[config.mk]
export PLATFORM = sky130hd
export DESIGN_NAME = arcade_mem_top
export DESIGN_NICKNAME = d
export VERILOG_FILES = /design/src/hdl/mem_bus_pkg.sv /design/src/hdl/mem_map_pkg.sv /design/src/hdl/mem_port_if.sv /design/src/hdl/arcade_mem_top.sv /design/src/hdl/mem_port_arb.sv /design/src/hdl/rom_dwnld.sv /design/src/hdl/rom_slots.sv
export SDC_FILE = /design/constraint.sdc
export NUM_CORES = 1
export LEC_CHECK = 0
export BUFFER_PORTS_ARGS = -buffer_cell sky130_fd_sc_hd__buf_2
export CORE_MARGIN = 10
export CORE_UTILIZATION = 35
export DETAILED_ROUTE_END_ITERATION = 10
export PLACE_DENSITY = 0.52
export SKIP_LAST_GASP = 1
export SYNTH_ARGS = -nofsm -noshare
export SYNTH_HDL_FRONTEND = slang
export SYNTH_SLANG_ARGS = --single-unit
[constraint.sdc]
create_clock -name clk -period 7 [get_ports clk]
set_clock_uncertainty 0.2 [all_clocks]
set_input_delay 1.4 -clock clk [delete_from_list [all_inputs] [get_ports clk]]
set_output_delay 1.4 -clock clk [all_outputs]
set_load 0.01 [all_outputs]
[src/hdl/mem_bus_pkg.sv]
package mem_bus_pkg;

    typedef logic [15:0] word_t;   // SDRAM word
    typedef logic [21:0] waddr_t;  // Word address, 8 MB space

    // Game settings carried in the first bytes of the download
    typedef struct packed {
        logic [1:0] game_id;
        logic       fd1089_en;
        logic       fd1094_en;
        logic       dec_type;
    } header_t;

    // Header bytes are parsed but never stored
    localparam int HEADER_LEN = 16;

endpackage

[src/hdl/mem_map_pkg.sv]
package mem_map_pkg;

    // Word offsets of each ROM region in the linear download image
    // Bank 0 holds the CPU code, bank 1 the sound side
    localparam logic [21:0] MROM_OFFSET = 22'h00_0000; // Main CPU ROM
    localparam logic [21:0] SROM_OFFSET = 22'h04_0000; // Sub CPU ROM
    localparam logic [21:0] SND_OFFSET  = 22'h08_0000; // Sound CPU ROM
    localparam logic [21:0] PCM_OFFSET  = 22'h09_0000; // ADPCM samples

    // Slot address widths as seen by the clients

    // 68000 style word address, 512 kB
    localparam int CPU_AW = 18;

    // Z80 byte address, 64 kB
    localparam int SND_AW = 16;

    // PCM byte address, 512 kB
    localparam int PCM_AW = 19;

endpackage

[src/hdl/mem_port_if.sv]
interface mem_port_if import mem_bus_pkg::*; ();

    waddr_t addr;
    logic   rd;     // Held with addr stable until ack
    logic   ack;    // Request taken, one cycle
    logic   rdy;    // Data valid, one cycle
    word_t  data;

    // Read client side, one per slot bank
    modport requester (
        output addr,
        output rd,
        input  ack,
        input  rdy,
        input  data
    );

    modport arbiter (
        input  addr,
        input  rd,
        output ack,
        output rdy,
        output data
    );

endinterface

[src/hdl/arcade_mem_top.sv]
module arcade_mem_top import mem_bus_pkg::*, mem_map_pkg::*; (
    input  logic              clk,
    input  logic              rst_n,

    // ROM download
    input  logic              downloading,
    input  logic [24:0]       ioctl_addr,
    input  logic [7:0]        ioctl_dout,
    input  logic              ioctl_wr,
    output logic [1:0]        game_id,
    output logic              fd1089_en,
    output logic              fd1094_en,
    output logic              dec_type,
    output logic              dwnld_busy,

    input  logic [CPU_AW-1:0] main_addr,
    input  logic              main_cs,
    output word_t             main_data,
    output logic              main_ok,

    input  logic [CPU_AW-1:0] sub_addr,
    input  logic              srom_cs,
    output word_t             srom_data,
    output logic              srom_ok,

    input  logic [SND_AW-1:0] snd_addr,
    input  logic              snd_cs,
    output logic [7:0]        snd_data,
    output logic              snd_ok,

    input  logic [PCM_AW-1:0] pcm_addr,
    input  logic              pcm_cs,
    output logic [7:0]        pcm_data,
    output logic              pcm_ok,

    // SDRAM controller
    output waddr_t            mem_addr,
    output logic              mem_rd,
    output logic              mem_wr,
    output word_t             mem_din,
    input  logic              mem_ack,
    input  logic              mem_rdy,
    input  word_t             mem_data
);

    waddr_t  prog_addr;
    word_t   prog_data;
    logic    prog_we;
    logic    prog_ack;
    header_t header;

    mem_port_if bank0_if ();
    mem_port_if bank1_if ();

    assign game_id   = header.game_id;
    assign fd1089_en = header.fd1089_en;
    assign fd1094_en = header.fd1094_en;
    assign dec_type  = header.dec_type;

    rom_dwnld u_dwnld (
        .clk         (clk),
        .rst_n       (rst_n),
        .downloading (downloading),
        .ioctl_addr  (ioctl_addr),
        .ioctl_dout  (ioctl_dout),
        .ioctl_wr    (ioctl_wr),
        .prog_addr   (prog_addr),
        .prog_data   (prog_data),
        .prog_we     (prog_we),
        .prog_ack    (prog_ack),
        .header      (header),
        .dwnld_busy  (dwnld_busy)
    );

    // CPU code, 16-bit words
    rom_slots #(
        .data_t  (word_t),
        .AW0     (CPU_AW),
        .AW1     (CPU_AW),
        .OFFSET0 (MROM_OFFSET),
        .OFFSET1 (SROM_OFFSET)
    ) u_bank0 (
        .clk        (clk),
        .rst_n      (rst_n),
        .slot0_addr (main_addr),
        .slot0_cs   (main_cs),
        .slot0_data (main_data),
        .slot0_ok   (main_ok),
        .slot1_addr (sub_addr),
        .slot1_cs   (srom_cs),
        .slot1_data (srom_data),
        .slot1_ok   (srom_ok),
        .mem        (bank0_if.requester)
    );

    // Sound side, byte clients
    rom_slots #(
        .data_t  (logic [7:0]),
        .AW0     (SND_AW),
        .AW1     (PCM_AW),
        .OFFSET0 (SND_OFFSET),
        .OFFSET1 (PCM_OFFSET)
    ) u_bank1 (
        .clk        (clk),
        .rst_n      (rst_n),
        .slot0_addr (snd_addr),
        .slot0_cs   (snd_cs),
        .slot0_data (snd_data),
        .slot0_ok   (snd_ok),
        .slot1_addr (pcm_addr),
        .slot1_cs   (pcm_cs),
        .slot1_data (pcm_data),
        .slot1_ok   (pcm_ok),
        .mem        (bank1_if.requester)
    );

    mem_port_arb u_arb (
        .clk       (clk),
        .rst_n     (rst_n),
        .prog_addr (prog_addr),
        .prog_data (prog_data),
        .prog_we   (prog_we),
        .prog_ack  (prog_ack),
        .bank0     (bank0_if.arbiter),
        .bank1     (bank1_if.arbiter),
        .mem_addr  (mem_addr),
        .mem_rd    (mem_rd),
        .mem_wr    (mem_wr),
        .mem_din   (mem_din),
        .mem_ack   (mem_ack),
        .mem_rdy   (mem_rdy),
        .mem_data  (mem_data)
    );

endmodule

[src/hdl/mem_port_arb.sv]
module mem_port_arb import mem_bus_pkg::*; (
    input  logic        clk,
    input  logic        rst_n,

    input  waddr_t      prog_addr,
    input  word_t       prog_data,
    input  logic        prog_we,
    output logic        prog_ack,

    mem_port_if.arbiter bank0,
    mem_port_if.arbiter bank1,

    output waddr_t      mem_addr,
    output logic        mem_rd,
    output logic        mem_wr,
    output word_t       mem_din,
    input  logic        mem_ack,
    input  logic        mem_rdy,
    input  word_t       mem_data
);

    typedef enum logic [1:0] {OWN_WR, OWN_B0, OWN_B1} owner_e;

    logic   wr_pend;
    waddr_t wr_addr;
    word_t  wr_data;
    logic   active;   // One external transaction at a time
    owner_e owner;
    logic   grant_wr;
    logic   grant_b0;
    logic   grant_b1;

    // Fixed priority, download first
    assign grant_wr = !active && wr_pend;
    assign grant_b0 = !active && !wr_pend && bank0.rd;
    assign grant_b1 = !active && !wr_pend && !bank0.rd && bank1.rd;

    assign prog_ack   = mem_ack && mem_wr;
    assign bank0.ack  = mem_ack && mem_rd && (owner == OWN_B0);
    assign bank1.ack  = mem_ack && mem_rd && (owner == OWN_B1);
    assign bank0.rdy  = mem_rdy && active && (owner == OWN_B0);
    assign bank1.rdy  = mem_rdy && active && (owner == OWN_B1);
    assign bank0.data = mem_data;
    assign bank1.data = mem_data;

    always_ff @(posedge clk or negedge rst_n) begin
        if (!rst_n) begin
            wr_pend <= 1'b0;
            active  <= 1'b0;
            owner   <= OWN_WR;
            mem_rd  <= 1'b0;
            mem_wr  <= 1'b0;
        end else begin
            if (prog_we) begin
                wr_pend <= 1'b1;
            end else if (grant_wr) begin
                wr_pend <= 1'b0;
            end

            if (grant_wr || grant_b0 || grant_b1) begin
                active <= 1'b1;
                mem_wr <= grant_wr;
                mem_rd <= !grant_wr;
                owner  <= grant_wr ? OWN_WR : (grant_b0 ? OWN_B0 : OWN_B1);
            end else if (active) begin
                if (mem_ack) begin
                    mem_rd <= 1'b0;
                    mem_wr <= 1'b0;
                    if (owner == OWN_WR) begin
                        active <= 1'b0;  // Writes end at ack
                    end
                end
                if (mem_rdy && owner != OWN_WR) begin
                    active <= 1'b0;
                end
            end
        end
    end

    always_ff @(posedge clk) begin
        if (prog_we) begin
            wr_addr <= prog_addr;
            wr_data <= prog_data;
        end
        if (grant_wr) begin
            mem_addr <= wr_addr;
            mem_din  <= wr_data;
        end else if (grant_b0) begin
            mem_addr <= bank0.addr;
        end else if (grant_b1) begin
            mem_addr <= bank1.addr;
        end
    end

endmodule

[src/hdl/rom_dwnld.sv]
module rom_dwnld import mem_bus_pkg::*; (
    input  logic        clk,
    input  logic        rst_n,
    input  logic        downloading,
    input  logic [24:0] ioctl_addr,
    input  logic [7:0]  ioctl_dout,
    input  logic        ioctl_wr,
    output waddr_t      prog_addr,
    output word_t       prog_data,
    output logic        prog_we,
    input  logic        prog_ack,
    output header_t     header,
    output logic        dwnld_busy
);

    logic        in_header;
    logic [24:0] data_off;   // Byte offset past the header
    logic [7:0]  hi_byte;
    logic        wr_wait;    // Last word not yet taken by the port

    assign in_header = ioctl_addr < 25'(HEADER_LEN);
    assign data_off  = ioctl_addr - 25'(HEADER_LEN);

    // Busy also covers the gap between the last byte and its memory ack
    assign dwnld_busy = downloading || prog_we || wr_wait;

    always_ff @(posedge clk or negedge rst_n) begin
        if (!rst_n) begin
            header  <= '0;
            prog_we <= 1'b0;
            wr_wait <= 1'b0;
        end else begin
            // Odd byte completes a word
            prog_we <= ioctl_wr && !in_header && data_off[0];

            if (ioctl_wr && in_header) begin
                case (ioctl_addr[3:0])
                    4'd0: begin
                        header.dec_type  <= ioctl_dout[0];
                        header.fd1089_en <= ioctl_dout[1];
                        header.fd1094_en <= ioctl_dout[2];
                    end
                    4'd1: header.game_id <= ioctl_dout[1:0];
                    default: ;
                endcase
            end

            if (prog_we) begin
                wr_wait <= 1'b1;
            end else if (prog_ack) begin
                wr_wait <= 1'b0;
            end
        end
    end

    always_ff @(posedge clk) begin
        if (ioctl_wr && !in_header) begin
            if (!data_off[0]) begin
                hi_byte <= ioctl_dout;  // Even byte goes to the top half
            end else begin
                prog_data <= {hi_byte, ioctl_dout};
                prog_addr <= data_off[22:1];
            end
        end
    end

endmodule

[src/hdl/rom_slots.sv]
module rom_slots import mem_bus_pkg::*; #(
    parameter type    data_t  = word_t,
    parameter int     AW0     = 18,
    parameter int     AW1     = 18,
    parameter waddr_t OFFSET0 = '0,
    parameter waddr_t OFFSET1 = '0
) (
    input  logic           clk,
    input  logic           rst_n,

    input  logic [AW0-1:0] slot0_addr,
    input  logic           slot0_cs,
    output data_t          slot0_data,
    output logic           slot0_ok,

    input  logic [AW1-1:0] slot1_addr,
    input  logic           slot1_cs,
    output data_t          slot1_data,
    output logic           slot1_ok,

    mem_port_if.requester  mem
);

    // Byte clients address bytes, bit 0 picks the half of the word
    localparam bit BYTE_WIDE = ($bits(data_t) == 8);

    waddr_t     cur_addr [2];  // Requested word incl. region offset
    waddr_t     tag [2];
    word_t      cache [2];
    data_t      dout [2];
    logic [1:0] cs;
    logic [1:0] lo;
    logic [1:0] hit;
    logic [1:0] miss;
    logic [1:0] valid;
    logic [1:0] ok;
    logic       busy;
    logic       rd_q;
    logic       owner;
    logic       pick;
    waddr_t     req_addr;

    function automatic data_t sel_data(word_t w, logic low);
        if (BYTE_WIDE) begin
            return data_t'(low ? w[7:0] : w[15:8]);
        end else begin
            return data_t'(w);
        end
    endfunction

    always_comb begin
        cs = {slot1_cs, slot0_cs};
        lo = {slot1_addr[0], slot0_addr[0]};
        cur_addr[0] = OFFSET0 + (BYTE_WIDE ? waddr_t'(slot0_addr >> 1) : waddr_t'(slot0_addr));
        cur_addr[1] = OFFSET1 + (BYTE_WIDE ? waddr_t'(slot1_addr >> 1) : waddr_t'(slot1_addr));
        for (int i = 0; i < 2; i++) begin
            hit[i] = valid[i] && (tag[i] == cur_addr[i]);
        end
        miss = cs & ~hit;
        pick = !miss[0];   // Slot 0 first
    end

    assign mem.addr   = req_addr;
    assign mem.rd     = rd_q;
    assign slot0_data = dout[0];
    assign slot1_data = dout[1];
    assign slot0_ok   = ok[0];
    assign slot1_ok   = ok[1];

    always_ff @(posedge clk or negedge rst_n) begin
        if (!rst_n) begin
            busy  <= 1'b0;
            rd_q  <= 1'b0;
            owner <= 1'b0;
            valid <= '0;
            ok    <= '0;
        end else begin
            for (int i = 0; i < 2; i++) begin
                ok[i] <= cs[i] && hit[i];
            end
            if (!busy) begin
                if (|miss) begin
                    busy        <= 1'b1;
                    rd_q        <= 1'b1;
                    owner       <= pick;
                    valid[pick] <= 1'b0;
                end
            end else begin
                if (mem.ack) begin
                    rd_q <= 1'b0;
                end
                if (mem.rdy) begin
                    busy         <= 1'b0;
                    rd_q         <= 1'b0;
                    valid[owner] <= 1'b1;
                    // Address may have moved while the fetch was in flight
                    ok[owner]    <= cs[owner] && (tag[owner] == cur_addr[owner]);
                end
            end
        end
    end

    always_ff @(posedge clk) begin
        for (int i = 0; i < 2; i++) begin
            dout[i] <= sel_data(cache[i], lo[i]);
        end
        if (!busy && |miss) begin
            req_addr  <= cur_addr[pick];
            tag[pick] <= cur_addr[pick];
        end
        if (busy && mem.rdy) begin
            cache[owner] <= mem.data;
            dout[owner]  <= sel_data(mem.data, lo[owner]); // Bypass the cache
        end
    end

endmodule

==> run_results.csv <==
group,metric,value,unit
outcome,outcome,"finished clean",
sta,slew_viol_final,0,
clock_network,postCtsSetupBuffers,0,
placed_design,place_ws,2590,ps
route,wirelength,31.3,mm
cells_and_area,fill_cells,3350,
floorplan,die_y,212,um
grt,grt_first_pass_wirelength,46.5,mm
critical_path,critPathBufInv,1,
placed_design,gp_congestion,0.759,
critical_path,crit_fanout,19,
cells_and_area,multi_input_area,2820,um^2
grt,grt_use_total,13.7,%
route,first_pass_iters,4,
clock_network,cts-htree-levels,2,
min_path,hold_path_class,"reg2reg",
grt,grt.overflow.total,0,
sta,fmax,257,MHz
grt,antenna_found_initial,3,
route,vias,7089,
critical_path,cp.required,6880,ps
sta,finalCriticalPeriod,3890,ps
cells_and_area,utilization,43.5,%
critical_path,cpPeakStageDelay,680,ps
route,drc,0,
yosys,ys_warn_count,0,
route,vias_per_cell,4.70,
critical_path,critical_path_class,"in2reg",
clock_network,cts_buffer_depth,3,
clock_network,numCtsBuffers,38,
cells_and_area,areaGrowthSynthToFinish,22.9,%
clock_network,cts_tree,"built",
placed_design,placed_cells,1440,
sta,setup_violations,0,
yosys,syn_nets,886,
cells_and_area,mostFrequentLayoutCells,"edfxtp_1, buf_2, nand2_1",
route,antenna_left,0,
power_and_ir_drop,p_sw,1460,uW
power_and_ir_drop,swShare,26.6,%
sta,hold_violations,0,
critical_path,start_kind,"primary input",
clock_network,cts_hold_buffers,0,
grt,grt_max_degree,42,
sta,slew_headroom,11.1,%
power_and_ir_drop,p_leak,0.00593,uW
cells_and_area,seq_area,10000,um^2
clock_network,post_cts_resized,0,
route,drt_first_iter_violations,355,
floorplan,coreArea,36500,um^2
floorplan,io-pin-count,228,
cells_and_area,drive_above_1_share,32.8,%
run,cap_violations,0,
clock_network,clkTransAtPathRegs,60,ps
sta,fin_ws,3110,ps
clock_network,cts-root-buf,"clkbuf_16",
yosys,async_flop_share,7.87,%
placed_design,post-dp-hpwl,22.5,mm
sta,fin_crit_sh,55.6,%
clock_network,clock_latency,530,ps
critical_path,crit_chain,"buf_2 > ha_1 > xor2_1 > nor4_1 > nand2_1 > o311ai_1 > nand2_1",
yosys,syn-cell-area,12900,um^2
power_and_ir_drop,internal-power,4050,uW
yosys,synth-edff-count,300,
power_and_ir_drop,pwr-share-seq,49.7,%
yosys,synthDistinctLibCells,55,
placed_design,numPortBuffers,227,
yosys,ys.flop_type,"edfxtp_1",
floorplan,fp-row-count,70,
route,avgRoutedWirePerCell,20.8,um
clock_network,cts.sinks,343,
power_and_ir_drop,power.share.clock,35.2,%
floorplan,initial_core_util,35.4,%
grt,grt_pass1_vias,7437,
cells_and_area,mostFrequentLayoutCell,"edfxtp_1",
sta,rsz0062_at_grt,"no",
power_and_ir_drop,powerDensity,347,nW/um^2
critical_path,crit_family,"simple AND/OR/NAND/NOR gates",
cells_and_area,final_cells,1507,
floorplan,die_area,45000,um^2
power_and_ir_drop,p_comb_share,15.0,%
power_and_ir_drop,max-vdd-ir-drop,0.000164,V
yosys,ys_seq_area_share,77.4,%
yosys,ys_ff_latch,343,
critical_path,cp_common_cell,"nand2_1",
cells_and_area,final_nets,1144,
critical_path,slowest_stage,"nand2_1",
yosys,postSynthAreaPerCell,17.1,um^2
floorplan,chipWidth,212,um
power_and_ir_drop,fin_total_pwr,5510,uW
critical_path,critical_path_arrival,3780,ps
sta,fin_tns_setup,0,ps
yosys,synth_cells,754,
sta,worst_slew_pin_slew,1330,ps
critical_path,end_kind,"register",
final timing paths:
kind	startpoint	endpoint	slack, ps	cells after the start
setup / recovery	pcm_addr[17]	u_bank1.mem.addr[1]	3110	7
max in group asynchronous	rst_n	u_dwnld.prog_we	5370	1
hold reg to reg	u_dwnld.prog_addr[2]	u_arb.wr_addr[2]	210	0
min in group asynchronous	rst_n	u_dwnld.header[0]	730	1
setup reg to reg	u_bank1.tag[1][7]	u_bank1.mem.addr[1]	3790	5
hold / removal	u_dwnld.prog_addr[2]	u_arb.wr_addr[2]	210	0
synth_stat cells (all sizes together), types with 9 or more instances:
| library cell | count | area, um^2 |
|---|---|---|
| dfxtp | 16 | 320 |
| clkbuf | 11 | 41.3 |
| nor2b | 23 | 144 |
| nor3 | 13 | 65.1 |
| a211oi | 16 | 120 |
| mux2i | 9 | 93.8 |
| inv | 15 | 56.3 |
| xnor2 | 48 | 420 |
| dfrtp | 27 | 676 |
| nand4 | 9 | 62.6 |
| xor2 | 39 | 342 |
| a21oi | 20 | 100 |
| nor4 | 13 | 100 |
| mux2 | 39 | 477 |
| a22oi | 20 | 150 |
| edfxtp | 300 | 9010 |
| nand2 | 58 | 218 |
| nor2 | 17 | 63.8 |
per-stage QoR:
| stage | hold slack (ps) | cell area, um^2 |
|---|---|---|
| 2_1_floorplan | 200 | 12900 |
| 3_3_place_gp | 202 | 14700 |
| 3_5_place_dp | 205 | 14700 |
| 4_1_cts | 213 | 15900 |
| 5_1_grt | 219 | 15900 |
| 6_report | 210 | 15900 |
logic make-up after synthesis:
family | synth area share, %
fa+ha+maj | 0.194
compound gates | 4.54
xor+xnor | 5.90
mux | 4.41
flops | 77.4
buf+inv | 1.10
simple gates | 6.44
power groups by stage:
stage                     clock [uW]  combinational, uW  sequential (uW)
after floorplan                    0                402             2790
after global placement             0                838             2780
after detailed placement           0                847             2780
after CTS                       2000                851             2740
after global routing            2080                918             2770
final                           1940                829             2740
layer usage:
| metal | track usage, % | share of wire (%) | up-vias |
|---|---|---|---|
| li1 | - | - | 3384 |
| met1 | 17.3 | 43 | 3466 |
| met2 | 22.2 | 48 | 179 |
| met3 | 3.58 | 5.8 | 56 |
| met4 | 5.16 | 2.7 | 4 |
| met5 | 0 | 0.090 | - |
final cells by class:
cell class                      instances  share of cell area [%]
Sequential cell                       343                    63.0
Timing Repair Buffer                  235                    7.53
Clock buffer                           50                    6.53
Clock inverter                         16                    1.09
Inverter                               16                   0.378
Antenna cell                            1                  0.0158
Tap cell                              468                    3.69
Multi-Input combinational cell        378                    17.8
flip-flops by register name (all words and copies together), names as in the netlist, 5 cells and up:
register / count
u_bank0.tag: 38
u_bank1.tag: 38
u_bank0.dout: 32
u_bank1.cache: 32
u_arb.mem_addr: 22
u_arb.wr_addr: 22
u_dwnld.prog_addr: 22
u_bank0.mem.addr: 19
u_bank1.mem.addr: 19
u_arb.mem_din: 16
u_arb.wr_data: 16
u_bank1.dout: 16
u_dwnld.prog_data: 16
u_dwnld.hi_byte: 8
u_dwnld.header: 5
Note: power is estimated with default switching activity, not from simulation.
